**src/source/tank_defines.svh**
```systemverilog
`ifndef TANK_DEFINES_SVH
`define TANK_DEFINES_SVH

// --------------------------------------------------
// Playfield
// --------------------------------------------------
`define TANK_X_CENTER     10'd300     // Start column
`define TANK_Y_CENTER     10'd250     // Start row
`define TANK_X_MAX        10'd639     // Rightmost visible column
`define TANK_Y_MAX        10'd479     // Bottom visible row

// --------------------------------------------------
// Tank geometry and motion
// --------------------------------------------------
`define TANK_SIZE         10'd16      // Half width, keeps the body on screen
`define TANK_STEP         8'd5        // Pixels per move at full scale
`define TANK_ANGLE_STEPS  40          // 9 degrees per heading step
`define TANK_QUARTER_TURN (`TANK_ANGLE_STEPS / 4) // Sine to cosine offset

`endif
```
**src/source/sinTable.hex**
```
// One signed Q1.7 sine sample per line, heading index 0 to 39 in 9 degree steps
00
14
27
3a
4b
5a
67
71
79
7d
7f
7d
79
71
67
5a
4b
3a
27
14
00
ec
d9
c6
b5
a6
99
8f
87
83
81
83
87
8f
99
a6
b5
c6
d9
ec

```
**src/source/tankPkg.sv**
```systemverilog
`default_nettype none

package tankPkg;

    // One command per frame from the arrow keys
    typedef enum logic [2:0]
    {
        cmdNone    = 3'd0,  // No arrow held
        cmdForward = 3'd1,  // Up arrow
        cmdBack    = 3'd2,  // Down arrow
        cmdLeft    = 3'd3,  // Counter clockwise turn
        cmdRight   = 3'd4   // Clockwise turn
    } keyCmd_t;

    // Tank pose as seen by the renderer
    typedef struct packed
    {
        logic [9:0] x;      // Center column
        logic [9:0] y;      // Center row, grows downward
        logic [5:0] angle;  // Heading index 0 to 39
    } pose_t;

    // Table outputs for one heading
    typedef struct packed
    {
        logic signed [7:0] sinVal;  // Q1.7
        logic signed [7:0] cosVal;  // Q1.7
    } trig_t;

endpackage

`default_nettype wire

```
**src/source/tankTop.sv**
```systemverilog
`timescale 1ns/1ns
`default_nettype none

module tankTop
(
    input  wire logic        Reset,       // Frame clock
    input  wire logic        frame_clk,   // Async reset, active high
    input  wire logic [31:0] keycode,     // Four scan codes
    input  wire logic        ack,         // Renderer acknowledge
    output tankPkg::pose_t   pose,        // Live pose
    output tankPkg::pose_t   reportPose,  // Pose under handshake
    output logic             req          // Renderer request
);
    import tankPkg::*;

    keyCmd_t cmd;          // Decoder to motion
    trig_t   trig;         // Table to motion
    logic    poseChanged;  // Motion to sender

    keyDecoder keyDecoder_inst
    (
        .Reset     (Reset),
        .frame_clk (frame_clk),
        .keycode   (keycode),
        .cmd       (cmd)
    );

    trigTable trigTable_inst
    (
        .angle (pose.angle),  // Heading held before the frame
        .trig  (trig)
    );

    tankMotion tankMotion_inst
    (
        .Reset       (Reset),
        .frame_clk   (frame_clk),
        .cmd         (cmd),
        .trig        (trig),
        .pose        (pose),
        .poseChanged (poseChanged)
    );

    poseSender poseSender_inst
    (
        .Reset       (Reset),
        .frame_clk   (frame_clk),
        .pose        (pose),
        .poseChanged (poseChanged),
        .reportPose  (reportPose),
        .req         (req),
        .ack         (ack)
    );

endmodule

`default_nettype wire

```
**src/source/poseSender.sv**
```systemverilog
`timescale 1ns/1ns
`default_nettype none

module poseSender
(
    input  wire logic           Reset,        // Frame clock
    input  wire logic           frame_clk,    // Async reset, active high
    input  wire tankPkg::pose_t pose,         // Pose from motion
    input  wire logic           poseChanged,  // New pose this cycle
    output tankPkg::pose_t      reportPose,   // Held while req is high
    output logic                req,          // Four phase request
    input  wire logic           ack           // Renderer acknowledge
);
    import tankPkg::*;

    typedef enum logic [1:0]
    {
        stIdle,      // Nothing in flight
        stRequest,   // req high, waiting for ack
        stRelease    // req low, waiting for ack to drop
    } sendState_t;

    sendState_t state;
    sendState_t nextState;
    pose_t      pendPose;    // Newest pose seen while busy
    logic       pendValid;
    logic       loadOut;     // Start a report
    logic       holdPend;    // Park a pose in the slot

    assign loadOut  = (state == stIdle) && (poseChanged || pendValid);
    assign holdPend = (state != stIdle) && poseChanged;

    // --------------------------------------------------
    // Handshake FSM
    // --------------------------------------------------
    always_comb
    begin
        nextState = state;
        case (state)
            stIdle:
                if (loadOut)
                    nextState = stRequest;
            stRequest:
                if (ack)
                    nextState = stRelease;  // Drop req next
            stRelease:
                if (!ack)
                    nextState = stIdle;     // Cycle complete
            default:
                nextState = stIdle;
        endcase
    end

    always_ff @(posedge Reset or posedge frame_clk)
    begin
        if (frame_clk)
        begin
            state     <= stIdle;
            pendValid <= 1'b0;
        end
        else
        begin
            state <= nextState;
            if (holdPend)
                pendValid <= 1'b1;
            else if (loadOut)
                pendValid <= 1'b0;  // Slot consumed or superseded
        end
    end

    // Fresh pose wins over the parked one
    always_ff @(posedge Reset)
    begin
        if (loadOut)
            reportPose <= poseChanged ? pose : pendPose;
        if (holdPend)
            pendPose <= pose;       // Newer overwrites older
    end

    assign req = (state == stRequest);

endmodule

`default_nettype wire

```
**src/source/tankMotion.sv**
```systemverilog
`timescale 1ns/1ns
`default_nettype none

`include "tank_defines.svh"

module tankMotion
(
    input  wire logic             Reset,        // Frame clock
    input  wire logic             frame_clk,    // Async reset, active high
    input  wire tankPkg::keyCmd_t cmd,          // Decoded command
    input  wire tankPkg::trig_t   trig,         // Trig of the held heading
    output tankPkg::pose_t        pose,         // Current pose
    output logic                  poseChanged   // One cycle pulse on change
);
    import tankPkg::*;

    localparam logic [5:0] lastAngle = 6'(`TANK_ANGLE_STEPS - 1);

    logic signed [15:0] prodX;     // Step times cosine
    logic signed [15:0] prodY;     // Step times sine
    logic signed [11:0] stepX;     // Scaled back from Q1.7
    logic signed [11:0] stepY;
    logic signed [11:0] posX;      // Zero extended position
    logic signed [11:0] posY;
    logic signed [11:0] movX;      // Unclamped target
    logic signed [11:0] movY;
    pose_t              nextPose;

    // Keep a coordinate within SIZE and max minus SIZE
    function automatic logic [9:0] clampCoord
    (
        input logic signed [11:0] value,
        input logic        [9:0]  maxVal
    );
        logic signed [11:0] lowLimit;
        logic signed [11:0] highLimit;
        lowLimit  = $signed({2'b00, `TANK_SIZE});
        highLimit = $signed({2'b00, maxVal - `TANK_SIZE});
        if (value < lowLimit)
            return lowLimit[9:0];
        else if (value > highLimit)
            return highLimit[9:0];
        else
            return value[9:0];
    endfunction

    // --------------------------------------------------
    // Step scaling
    // --------------------------------------------------
    assign prodX = $signed({1'b0, `TANK_STEP}) * trig.cosVal;
    assign prodY = $signed({1'b0, `TANK_STEP}) * trig.sinVal;
    assign stepX = 12'(prodX >>> 7);  // Arithmetic shift keeps sign
    assign stepY = 12'(prodY >>> 7);
    assign posX  = $signed({2'b00, pose.x});
    assign posY  = $signed({2'b00, pose.y});

    // Screen y grows downward so forward subtracts dy
    always_comb
    begin
        case (cmd)
            cmdForward:
            begin
                movX = posX + stepX;
                movY = posY - stepY;
            end
            cmdBack:
            begin
                movX = posX - stepX;
                movY = posY + stepY;
            end
            default:
            begin
                movX = posX;
                movY = posY;
            end
        endcase
    end

    // --------------------------------------------------
    // Next pose
    // --------------------------------------------------
    always_comb
    begin
        nextPose = pose;
        case (cmd)
            cmdLeft:
                nextPose.angle = (pose.angle == lastAngle) ? 6'd0 : pose.angle + 6'd1;
            cmdRight:
                nextPose.angle = (pose.angle == 6'd0) ? lastAngle : pose.angle - 6'd1;
            cmdForward, cmdBack:
            begin
                nextPose.x = clampCoord(movX, `TANK_X_MAX);
                nextPose.y = clampCoord(movY, `TANK_Y_MAX);
            end
            default:
                nextPose = pose;  // Hold
        endcase
    end

    always_ff @(posedge Reset or posedge frame_clk)
    begin
        if (frame_clk)
        begin
            pose        <= '{x: `TANK_X_CENTER, y: `TANK_Y_CENTER, angle: 6'd0};
            poseChanged <= 1'b0;
        end
        else
        begin
            pose        <= nextPose;
            poseChanged <= (nextPose != pose);  // Clamped moves may not change
        end
    end

endmodule

`default_nettype wire

```
**src/source/trigTable.sv**
```systemverilog
`timescale 1ns/1ns
`default_nettype none

`include "tank_defines.svh"

module trigTable
(
    input  wire logic [5:0] angle,  // Heading index
    output tankPkg::trig_t  trig    // Sine and cosine of the heading
);

    localparam logic [5:0] quarterTurn = 6'(`TANK_QUARTER_TURN);
    localparam logic [5:0] wrapPoint   = 6'(`TANK_ANGLE_STEPS - `TANK_QUARTER_TURN);

    logic signed [7:0] sinRom [0:`TANK_ANGLE_STEPS-1];  // One sample per step
    logic        [5:0] cosIndex;                        // Heading plus a quarter turn

    initial
    begin
        $readmemh("/design/src/source/sinTable.hex", sinRom);  // Fixed contents
    end

    // cos(a) = sin(a + 10) with wrap at 40
    always_comb
    begin
        if (angle >= wrapPoint)
            cosIndex = angle - wrapPoint;
        else
            cosIndex = angle + quarterTurn;
    end

    assign trig.sinVal = sinRom[angle];
    assign trig.cosVal = sinRom[cosIndex];

endmodule

`default_nettype wire

```
**src/source/keyDecoder.sv**
```systemverilog
`timescale 1ns/1ns
`default_nettype none

module keyDecoder
(
    input  wire logic        Reset,      // Frame clock
    input  wire logic        frame_clk,  // Async reset, active high
    input  wire logic [31:0] keycode,    // Four scan code bytes
    output tankPkg::keyCmd_t cmd         // Registered command
);
    import tankPkg::*;

    localparam logic [7:0] codeUp    = 8'h52;  // Forward
    localparam logic [7:0] codeDown  = 8'h51;  // Back
    localparam logic [7:0] codeLeft  = 8'h50;  // Turn left
    localparam logic [7:0] codeRight = 8'h4f;  // Turn right

    logic    [3:0] hitUp;     // One bit per byte
    logic    [3:0] hitDown;
    logic    [3:0] hitLeft;
    logic    [3:0] hitRight;
    keyCmd_t       nextCmd;   // Resolved before the register

    // Any of the four bytes may carry an arrow
    always_comb
    begin
        for (int i = 0; i < 4; i++)
        begin
            hitUp[i]    = (keycode[8*i +: 8] == codeUp);
            hitDown[i]  = (keycode[8*i +: 8] == codeDown);
            hitLeft[i]  = (keycode[8*i +: 8] == codeLeft);
            hitRight[i] = (keycode[8*i +: 8] == codeRight);
        end
    end

    // Forward beats back beats left beats right
    always_comb
    begin
        if (|hitUp)
            nextCmd = cmdForward;
        else if (|hitDown)
            nextCmd = cmdBack;
        else if (|hitLeft)
            nextCmd = cmdLeft;
        else if (|hitRight)
            nextCmd = cmdRight;
        else
            nextCmd = cmdNone;
    end

    always_ff @(posedge Reset or posedge frame_clk)
    begin
        if (frame_clk)
            cmd <= cmdNone;   // Idle after reset
        else
            cmd <= nextCmd;   // One command per frame
    end

endmodule

`default_nettype wire

```
**config.mk**
```make
export PLATFORM = sky130hd
export DESIGN_NAME = tankTop
export DESIGN_NICKNAME = d
export VERILOG_FILES = /design/src/source/tankPkg.sv /design/src/source/tankTop.sv /design/src/source/poseSender.sv /design/src/source/tankMotion.sv /design/src/source/trigTable.sv /design/src/source/keyDecoder.sv
export VERILOG_INCLUDE_DIRS = /design/src /design/src/source
export SDC_FILE = /design/constraint.sdc
export NUM_CORES = 1
export LEC_CHECK = 0
export BUFFER_PORTS_ARGS = -buffer_cell sky130_fd_sc_hd__buf_2
export CAP_MARGIN = 10
export CORE_AREA = 3 3 114 116
export CTS_CLUSTER_SIZE = 14
export DETAILED_ROUTE_END_ITERATION = 10
export DIE_AREA = 0 0 117 119
export HOLD_SLACK_MARGIN = 0.15
export RECOVER_POWER = 25
export SYNTH_ARGS = -nofsm -noshare
export SYNTH_HDL_FRONTEND = slang
export SYNTH_SLANG_ARGS = --single-unit
```
**constraint.sdc**
```tcl
create_clock -name Reset -period 4.8 [get_ports Reset]
set_clock_uncertainty 0.1 [all_clocks]
set_input_delay 0.24 -clock Reset [delete_from_list [all_inputs] [get_ports Reset]]
set_output_delay 0.24 -clock Reset [all_outputs]
set_load 0.03 [all_outputs]
```
==> impl_metrics.env, run 1 <==
export IMPL_leakage_nw=2.15
export IMPL_ir_worst_vdd_uv=176
export IMPL_path_class="reg -> reg"
export IMPL_synth_area_um2=4760
export IMPL_min_path_type="in -> reg"
export IMPL_die_area_um2=13900
export IMPL_drive_gt1_frac=0.277
export IMPL_worst_slack_ns=0.835
export IMPL_wirelength_mm=11.4
export IMPL_cp_required_ns=4.91
export IMPL_syn_area_per_cell_um2=10.5
export IMPL_comb_power_share=0.393
export IMPL_worst_pin_slew_ns=1.91
export IMPL_worstPathArrival_ns=4.08
export IMPL_syn_num_nets=492
export IMPL_crit_fanout=16
export IMPL_yosys_warnings=0
export IMPL_grt_pass1_wl_mm=18.7
export IMPL_max_freq_ghz=0.252
export IMPL_switchingPower_mw=1.30
export IMPL_hold_viol=0
export IMPL_power_frac_seq=0.379
export IMPL_utilization=0.466
export IMPL_dp_slack_ns=0.918
export IMPL_h_tree_depth=3
export IMPL_grt_total_usage=0.167
export IMPL_cp_common_cell="ha_1"
export IMPL_drv_slew=34
export IMPL_io_buffers=87
export IMPL_antenna_left=0
export IMPL_place_congestion=0.905
export IMPL_vias_per_cell=5.67
export IMPL_rsz0062_at_grt="false"
export IMPL_vias=3876
export IMPL_die_height_um=119
export IMPL_tns_ns=0
export IMPL_ios=88
export IMPL_final_nets=573
export IMPL_dp_hpwl_mm=8.12
export IMPL_ys_seq_area_frac=0.505
export IMPL_synth_cell_types=72
export IMPL_overflow=0
export IMPL_critical_path_slowest_cell="dfrtp_1"
export IMPL_outcome="finished, violations left"
export IMPL_period_share=0.826
export IMPL_path_clk_slew_ns=0.07
export IMPL_p_per_area_nw_per_um2=579
export IMPL_synth_edff_count=52
export IMPL_async_flop_share=0.388
export IMPL_cts_buffers=9
export IMPL_rows=40
export IMPL_setup_violations=0
export IMPL_clk_latency_ns=0.33
export IMPL_critical_path_max_stage_delay_ns=0.54
export IMPL_worst_setup_path_end_kind="flip-flop"
export IMPL_netlist_instances=451
export IMPL_core_um2=12000
export IMPL_yosys_most_used_dff="edfxtp_1"
export IMPL_p_sw_frac=0.402
export IMPL_clock_path_buffers=2
export IMPL_crit_buf_inv=0
export IMPL_tritoncts="yes"
export IMPL_cts_root_buf="clkbuf_16"
export IMPL_antenna_found_initial=0
export IMPL_diodes=0
export IMPL_drc_errors=0
export IMPL_violations="max-capacitance violations, max-slew violations"
export IMPL_hold_ws_ns=0.162
export IMPL_min_period_ns=3.97
export IMPL_cts_sinks=85
export IMPL_drt_iter0_drc=318
export IMPL_cp_top_family="compound AO/OA/AOI/OAI gates"
export IMPL_yosys_register_bits=85
export IMPL_maxCapViolCount=1
export IMPL_clkPwrFrac=0.228
export IMPL_path_cells="or3b_2 > ha_1 > ha_1 > and4b_1 > nand3_1 > xnor2_1 > o211a_1 > a21bo_2 > nor2_1 > a222oi_1 > nand4_1 > a2111o_1"
export IMPL_max_slew_margin_rel=-0.274
export IMPL_initial_core_util=0.396
export IMPL_grt_pass1_vias=3706
export IMPL_chipWidth_um=117
export IMPL_firstDrtPassIters=5
export IMPL_wl_per_cell_um=16.7
export IMPL_syn2layout_area_growth_pct=17.7
export IMPL_start_kind="flip-flop"
export IMPL_grt_start_max_net_pins=34
export IMPL_p_int_mw=1.94
-- repair_timing --
action / CTS / global route
buffers inserted: 0 / 0
gates resized for setup: 0 / 0
endpoints found under the hold margin: 26 / 0
hold buffers: 3 / 0
-- power groups by stage --
stage,clock (mW),combinational (mW),sequential (mW)
finish,0.738,1.27,1.23
global route,0.788,1.39,1.26
CTS,0.756,1.28,1.24
detailed placement,0,1.27,1.25
global placement,0,1.28,1.25
floorplan,0,0.763,1.42
-- per-layer routing --
| layer | track usage | routed length, um |
|---|---|---|
| met1 | 0.236 | 5310 |
| met2 | 0.260 | 5400 |
| met3 | 0.0320 | 639 |
| met4 | 0.0452 | 92 |
| met5 | 0 | 0 |
-- layout make-up --
cell class,count,area [um2]
Fill cell,1142,6410
Timing Repair Buffer,94,492
Inverter,18,67.6
Clock buffer,10,229
Clock inverter,6,87.6
Sequential cell,85,2400
Multi-Input combinational cell,324,2140
Tap cell,147,184
-- cells in the final DEF (no fill, tap or decap), drive strengths merged, types with 6 or more instances in the layout --
master	netlist	final
a21oi	20	20
a31oi	7	7
buf	9	90
clkbuf	15	11
dfrtp	23	23
dfstp	10	10
edfxtp	52	52
ha	6	6
inv	18	18
mux2	27	27
nand2	43	43
nand2b	8	8
nand4	13	13
nor2	43	43
nor3	20	20
nor4	6	6
o21ai	33	33
-- final timing paths --
check                      slack [ns]                           to  cells past startpoint                       from
hold / removal                   0.16       keyDecoder_inst.cmd[0]                      4                keycode[24]
setup / recovery                 0.83  tankMotion_inst.poseChanged                     12     keyDecoder_inst.cmd[2]
min in group asynchronous        1.03       keyDecoder_inst.cmd[2]                      4                  frame_clk
max in group asynchronous        2.47     poseSender_inst.state[0]                      4                  frame_clk
setup reg to reg                 0.83  tankMotion_inst.poseChanged                     12     keyDecoder_inst.cmd[2]
hold reg to reg                  0.38    poseSender_inst.pendValid                      2  poseSender_inst.pendValid
-- cells by family after synthesis --
| family | after synthesis | synth area share |
|---|---|---|
| XOR/XNOR | 4 | 0.00737 |
| flip-flops | 85 | 0.505 |
| AO/OA/AOI/OAI | 114 | 0.172 |
| multiplexers | 30 | 0.0702 |
| buffers and inverters | 42 | 0.0476 |
| AND/OR/NAND/NOR | 170 | 0.183 |
| adder cells (fa/ha/maj) | 6 | 0.0158 |
-- worst min-delay path, delay by kind of cell --
kind                   cells  cell delay, ns
buffers and inverters      1            0.11
and+or+nand+nor            2            0.12
AOI/OAI and AO/OA          1            0.09
-- flip-flops by register name, summed over array words and instances, names as in the netlist --
register / cells
keyDecoder_inst.cmd: 3
poseSender_inst.pendPose: 26
poseSender_inst.pendValid: 1
poseSender_inst.reportPose: 26
poseSender_inst.state: 2
tankMotion_inst.pose: 26
tankMotion_inst.poseChanged: 1
-- synthesized netlist by cell type, types with 4 or more instances --
cell type,instances,share of area
nor2_1,42,0.033
nand4_1,13,0.017
and2_1,4,0.0053
buf_4,4,0.0063
o31ai_1,4,0.0063
o22a_1,5,0.0092
nand3_1,4,0.0042
dfrtp_1,23,0.12
mux2_2,27,0.064
a21oi_1,19,0.020
a31oi_1,7,0.0092
nor4_1,6,0.0079
edfxtp_1,52,0.33
o21ai_0,30,0.032
a211oi_1,5,0.0079
nor3b_1,5,0.0079
clkbuf_1,12,0.0095
ha_1,6,0.016
nand2b_1,8,0.011
inv_1,18,0.014
nor3_1,20,0.021
dfstp_2,10,0.055
nand2_1,43,0.034
-- metrics by stage --
| step | instances | instance area, um2 | total power [mW] |
|---|---|---|---|
| floorplan | 451 | 4760 | 2.18 |
| global placement | 665 | 5250 | 2.53 |
| detailed placement | 665 | 5250 | 2.52 |
| CTS | 684 | 5600 | 3.28 |
| global route | 684 | 5600 | 3.44 |
| finish | 684 | 5600 | 3.24 |
Note: power is estimated with default switching activity, not from simulation.
==> run 2, diff against run 1 <==
- clock period: 4.8 -> 4.2 ns (I/O delays scaled with it)
==> run 2 against run 1 <==
Net effect: the flow still finishes with violations (max-capacitance violations, max-slew violations); combinational power increased by 13%; cell count increased by 0.58%; clock power increased by 14%; flip-flop and latch count unchanged; non-clock buffer count increased by 4; sequential share of layout area decreased by 0.29 points; critical endpoint unchanged; largest power group unchanged.
==> impl_metrics.env, run 2 (same netlist as run 1, synthesis figures left out) <==
export IMPL_setup_violations=0
export IMPL_drive_gt1_frac=0.277
export IMPL_clk_latency_ns=0.34
export IMPL_rsz0062_at_grt="false"
export IMPL_vias=3927
export IMPL_leakage_nw=2.17
export IMPL_tns_ns=0
export IMPL_p_per_area_nw_per_um2=654
export IMPL_drv_slew=34
export IMPL_antenna_left=0
export IMPL_cp_depth=12
export IMPL_r2r_cells=12
export IMPL_worstPathArrival_ns=3.98
export IMPL_tritoncts="yes"
export IMPL_cts_setup_buffers=0
export IMPL_wl_per_cell_um=16.3
export IMPL_period_share=0.921
export IMPL_core_um2=12000
export IMPL_crit_buf_inv=0
export IMPL_h_tree_depth=3
export IMPL_diodes=0
export IMPL_hold_viol=0
export IMPL_drc_errors=0
export IMPL_cts_hold_buf=6
export IMPL_grt_pass1_vias=3692
export IMPL_overflow=0
export IMPL_cts_sinks=85
export IMPL_cp_top_family="compound AO/OA/AOI/OAI gates"
export IMPL_drt_iter0_drc=213
export IMPL_syn2layout_area_growth_pct=18.5
export IMPL_cp_common_cell="ha_1"
export IMPL_chipWidth_um=117
export IMPL_antenna_found_initial=0
export IMPL_ios=88
export IMPL_rows=40
export IMPL_path_class="reg -> reg"
export IMPL_maxCapViolCount=1
export IMPL_max_slew_margin_rel=-0.262
export IMPL_grt_total_usage=0.164
export IMPL_max_freq_ghz=0.259
export IMPL_firstDrtPassIters=4
export IMPL_violations="max-capacitance violations, max-slew violations"
export IMPL_grt_pass1_wl_mm=18.2
export IMPL_path_clk_slew_ns=0.06
export IMPL_cts_root_buf="clkbuf_16"
export IMPL_reg_top3="poseSender_inst.pendPose x26, poseSender_inst.reportPose x26, tankMotion_inst.pose x26"
export IMPL_r2r_slack_ns=0.33
export IMPL_final_nets=577
export IMPL_crit_fanout=13
export IMPL_outcome="finished, violations left"
export IMPL_start_kind="flip-flop"
export IMPL_dp_hpwl_mm=7.89
export IMPL_initial_core_util=0.396
export IMPL_worst_setup_path_end_kind="flip-flop"
export IMPL_die_area_um2=13900
export IMPL_layout_commonest_cell="buf_2"
export IMPL_clock_path_buffers=2
export IMPL_critical_path_slowest_cell="or3b_2"
export IMPL_cp_startpoint="keyDecoder_inst.cmd[1]"
export IMPL_mostFrequentLayoutCells="buf_2, edfxtp_1, nand2_1"
export IMPL_min_path_type="in -> reg"
export IMPL_die_height_um=119
export IMPL_cp_required_ns=4.32
export IMPL_worst_pin_slew_ns=1.89
export IMPL_min_period_ns=3.87
export IMPL_io_buffers=87
export IMPL_place_congestion=0.993
export IMPL_wirelength_mm=11.2
export IMPL_ir_worst_vdd_uv=230
export IMPL_r2r_start="keyDecoder_inst.cmd[1]"
export IMPL_critical_path_max_stage_delay_ns=0.51
export IMPL_post_cts_resized=0
export IMPL_power_mw=3.68
export IMPL_timing_rr_end="tankMotion_inst.poseChanged"
export IMPL_grt_start_max_net_pins=34
export IMPL_vias_per_cell=5.71
export IMPL_cts_buffers=9
export IMPL_crit_end="tankMotion_inst.poseChanged"
export IMPL_path_cells="or3b_2 > ha_1 > ha_1 > and4b_1 > nand3_1 > xnor2_1 > o211a_1 > a21bo_2 > nor2_1 > a222oi_1 > nand4_1 > a2111o_1"
run 2: cell types whose count changed in the layout (fill, tap and decap cells not counted), sizes merged:
cell         delta
dlygate4sd3     +3
buf             +1
run 2: how the worst min path moves through the flow:
stage | slack [ns] | from | cells after the start | end
after floorplan | 0.21 | ack | 1 | poseSender_inst.state[0]
after detailed placement | 0.25 | frame_clk | 3 | keyDecoder_inst.cmd[2]
after CTS | 0.20 | keycode[14] | 5 | keyDecoder_inst.cmd[2]
after global routing | 0.24 | keycode[28] | 4 | keyDecoder_inst.cmd[2]
after global placement | 0.24 | frame_clk | 3 | keyDecoder_inst.cmd[2]
final | 0.20 | keycode[28] | 4 | keyDecoder_inst.cmd[2]
run 2: through the flow:
step	utilization	hold WS (ns)	instance area, um2	setup slack, ns	std cells
finish	0.469	0.201	5630	0.334	688
global route	0.469	0.239	5630	0.0765	688
CTS	0.469	0.198	5640	0.356	688
detailed placement	0.438	0.250	5260	0.384	666
global placement	0.438	0.243	5260	0.504	666
floorplan	-	0.207	4760	0.710	451
run 2: worst register-to-register path, delay by kind of cell, from the launching register on:
family	cells	cell delay, ns
flip-flops	1	0.50
XOR/XNOR	1	0.16
AO/OA/AOI/OAI	4	1.28
adder cells (fa/ha/maj)	2	0.48
AND/OR/NAND/NOR	5	1.22
run 2: routing by layer:
layer  GRT usage  wire, um  up-vias
met1       0.220      4880     1864
li1            -         -     1874
met5           0         0        -
met2       0.252      5250      171
met4      0.0731       226        0
met3      0.0366       842       18
run 2: layout make-up:
cell class / instances / area [um2]
Clock buffer: 10 / 229
Clock inverter: 6 / 87.6
Fill cell: 1122 / 6380
Inverter: 18 / 67.6
Multi-Input combinational cell: 324 / 2140
Sequential cell: 85 / 2400
Tap cell: 147 / 184
Timing Repair Buffer: 98 / 529
run 2: where the power goes:
group,switching (mW),internal [mW],leakage [nW]
registers,0.222,1.18,0.879
logic,0.927,0.518,1.14
clock network,0.318,0.520,0.146
total,1.47,2.22,2.17
==> run 3, diff against run 2 <==
- clock period: 4.2 -> 4.1 ns (I/O delays scaled with it)
==> run 3 against run 2 <==
Net effect: the run still ends with max-capacitance violations, max-slew violations left; fmax grew 1.4%; core utilization grew 0.052 points; global-route usage did not move; sequential share of layout area is essentially flat; wire length grew 0.56%; hold slack lost 0.0056 ns; design area grew 0.11%; highest routed layer unchanged.
==> impl_metrics.env, run 3 (same netlist as run 1, synthesis figures left out) <==
export IMPL_min_period_ns=3.81
export IMPL_vias=3912
export IMPL_setup_violations=0
export IMPL_period_share=0.930
export IMPL_leakage_nw=2.17
export IMPL_dp_hpwl_mm=7.89
export IMPL_grt_pass1_vias=3692
export IMPL_grt_pass1_wl_mm=18.2
export IMPL_worst_pin_slew_ns=1.90
export IMPL_r2r_start="keyDecoder_inst.cmd[0]"
export IMPL_cts_root_buf="clkbuf_16"
export IMPL_crit_fanout=14
export IMPL_grt_total_usage=0.164
export IMPL_drive_gt1_frac=0.281
export IMPL_cts_sinks=85
export IMPL_max_slew_margin_rel=-0.267
export IMPL_hold_ws_ns=0.196
export IMPL_power_mw=3.78
export IMPL_violations="max-capacitance violations, max-slew violations"
export IMPL_layout_commonest_cell="buf_2"
export IMPL_mostFrequentLayoutCells="buf_2, edfxtp_1, nand2_1"
export IMPL_diodes=0
export IMPL_tns_ns=0
export IMPL_r2r_slack_ns=0.29
export IMPL_die_area_um2=13900
export IMPL_dp_cells=666
export IMPL_die_height_um=119
export IMPL_clock_path_buffers=2
export IMPL_timing_rr_end="tankMotion_inst.poseChanged"
export IMPL_wl_per_cell_um=16.4
export IMPL_worst_setup_path_end_kind="flip-flop"
export IMPL_worstPathArrival_ns=3.93
export IMPL_drc_errors=0
export IMPL_worstHoldStart="keycode[28]"
export IMPL_cts_buffers=9
export IMPL_path_clk_slew_ns=0.06
export IMPL_final_cells=688
export IMPL_routed_wl_met3_um=757
export IMPL_rsz0062_at_grt="false"
export IMPL_highest_layer="met4"
export IMPL_hold_viol=0
export IMPL_final_nets=577
export IMPL_cp_common_cell="ha_1"
export IMPL_crit_buf_inv=0
export IMPL_r2r_cells=12
export IMPL_cp_top_family="compound AO/OA/AOI/OAI gates"
export IMPL_start_kind="flip-flop"
export IMPL_firstDrtPassIters=6
export IMPL_initial_core_util=0.396
export IMPL_critical_path_max_stage_delay_ns=0.53
export IMPL_max_freq_ghz=0.262
export IMPL_maxCapViolCount=1
export IMPL_tritoncts="yes"
export IMPL_ios=88
export IMPL_dp_slack_ns=0.284
export IMPL_reg_top3="poseSender_inst.pendPose x26, poseSender_inst.reportPose x26, tankMotion_inst.pose x26"
export IMPL_cp_required_ns=4.22
export IMPL_outcome="finished, violations left"
export IMPL_path_class="reg -> reg"
export IMPL_syn2layout_area_growth_pct=18.6
export IMPL_grt_start_max_net_pins=34
export IMPL_h_tree_depth=3
export IMPL_place_congestion=0.993
export IMPL_drt_iter0_drc=193
export IMPL_min_path_type="in -> reg"
export IMPL_overflow=0
export IMPL_wl_met1_mm=5.04
export IMPL_worst_slack_ns=0.287
export IMPL_cp_depth=12
export IMPL_route_met2_wl_mm=5.23
export IMPL_p_per_area_nw_per_um2=670
export IMPL_path_cells="or3b_2 > ha_1 > ha_1 > nand2b_1 > a2111oi_0 > o211ai_1 > nand3_1 > o21ai_4 > a21oi_2 > a222oi_1 > nand4_1 > a2111o_1"
export IMPL_antenna_left=0
export IMPL_core_um2=12000
export IMPL_chipWidth_um=117
export IMPL_rows=40
export IMPL_min_to="keyDecoder_inst.cmd[2]"
export IMPL_hold_path_depth=4
export IMPL_io_buffers=87
export IMPL_critical_path_slowest_cell="or3b_2"
export IMPL_ir_worst_vdd_uv=237
export IMPL_clk_latency_ns=0.34
export IMPL_drv_slew=34
export IMPL_wirelength_mm=11.3
export IMPL_antenna_found_initial=0
export IMPL_vias_per_cell=5.69
[run 3: changes by cell type in the layout (fill, tap and decap cells not counted)]
cell / delta
dfrtp_1: -1
dfrtp_2: +1
nand3_1: -1
nand3_2: +1
[run 3: report_power, final]
part | internal [mW] | leakage, nW | switching [mW] | total [mW]
combinational | 0.530 | 1.14 | 0.952 | 1.48
clock | 0.532 | 0.146 | 0.328 | 0.860
sequential | 1.21 | 0.877 | 0.228 | 1.44
[run 3: worst max path at each step]
stage	from	end	slack, ns
2_1_floorplan	keyDecoder_inst.cmd[2]	tankMotion_inst.poseChanged	0.61
3_3_place_gp	keyDecoder_inst.cmd[1]	tankMotion_inst.poseChanged	0.40
3_5_place_dp	keyDecoder_inst.cmd[1]	tankMotion_inst.poseChanged	0.28
4_1_cts	keyDecoder_inst.cmd[1]	tankMotion_inst.poseChanged	0.26
5_1_grt	keyDecoder_inst.cmd[0]	tankMotion_inst.poseChanged	0.08
6_report	keyDecoder_inst.cmd[0]	tankMotion_inst.poseChanged	0.29
[run 3: layout make-up]
class / instances / area, um2
repair buffers: 98 / 529
clock inverters: 6 / 87.6
inverters: 18 / 67.6
fillers: 1119 / 6370
multi-input cells: 324 / 2140
flip-flops and latches: 85 / 2400
clock buffers: 10 / 229
well taps: 147 / 184
[run 3: repair_timing]
| action | CTS | global route |
|---|---|---|
| buffers inserted | 0 | 0 |
| hold endpoints to repair | 27 | 0 |
| setup endpoints to repair | 0 | 1 |
| hold buffers | 6 | 0 |
| resized for setup | 0 | 2 |
[run 3: tightest hold or removal path, cell delays in order]
cell and delay, ns:
buf_2 0.09, nor3_1 0.05, o31ai_1 0.22, nor2_1 0.04
[run 3: metal layers]
metal | GRT usage | vias to the layer above
li1 | - | 1880
met1 | 0.220 | 1861
met2 | 0.252 | 151
met3 | 0.0366 | 20
met4 | 0.0731 | 0
met5 | 0 | -
[run 3: metrics by stage]
stage	util	cell area, um2
6_report	0.470	5640
2_1_floorplan	-	4760
3_3_place_gp	0.438	5260
3_5_place_dp	0.438	5260
5_1_grt	0.470	5640
4_1_cts	0.469	5640
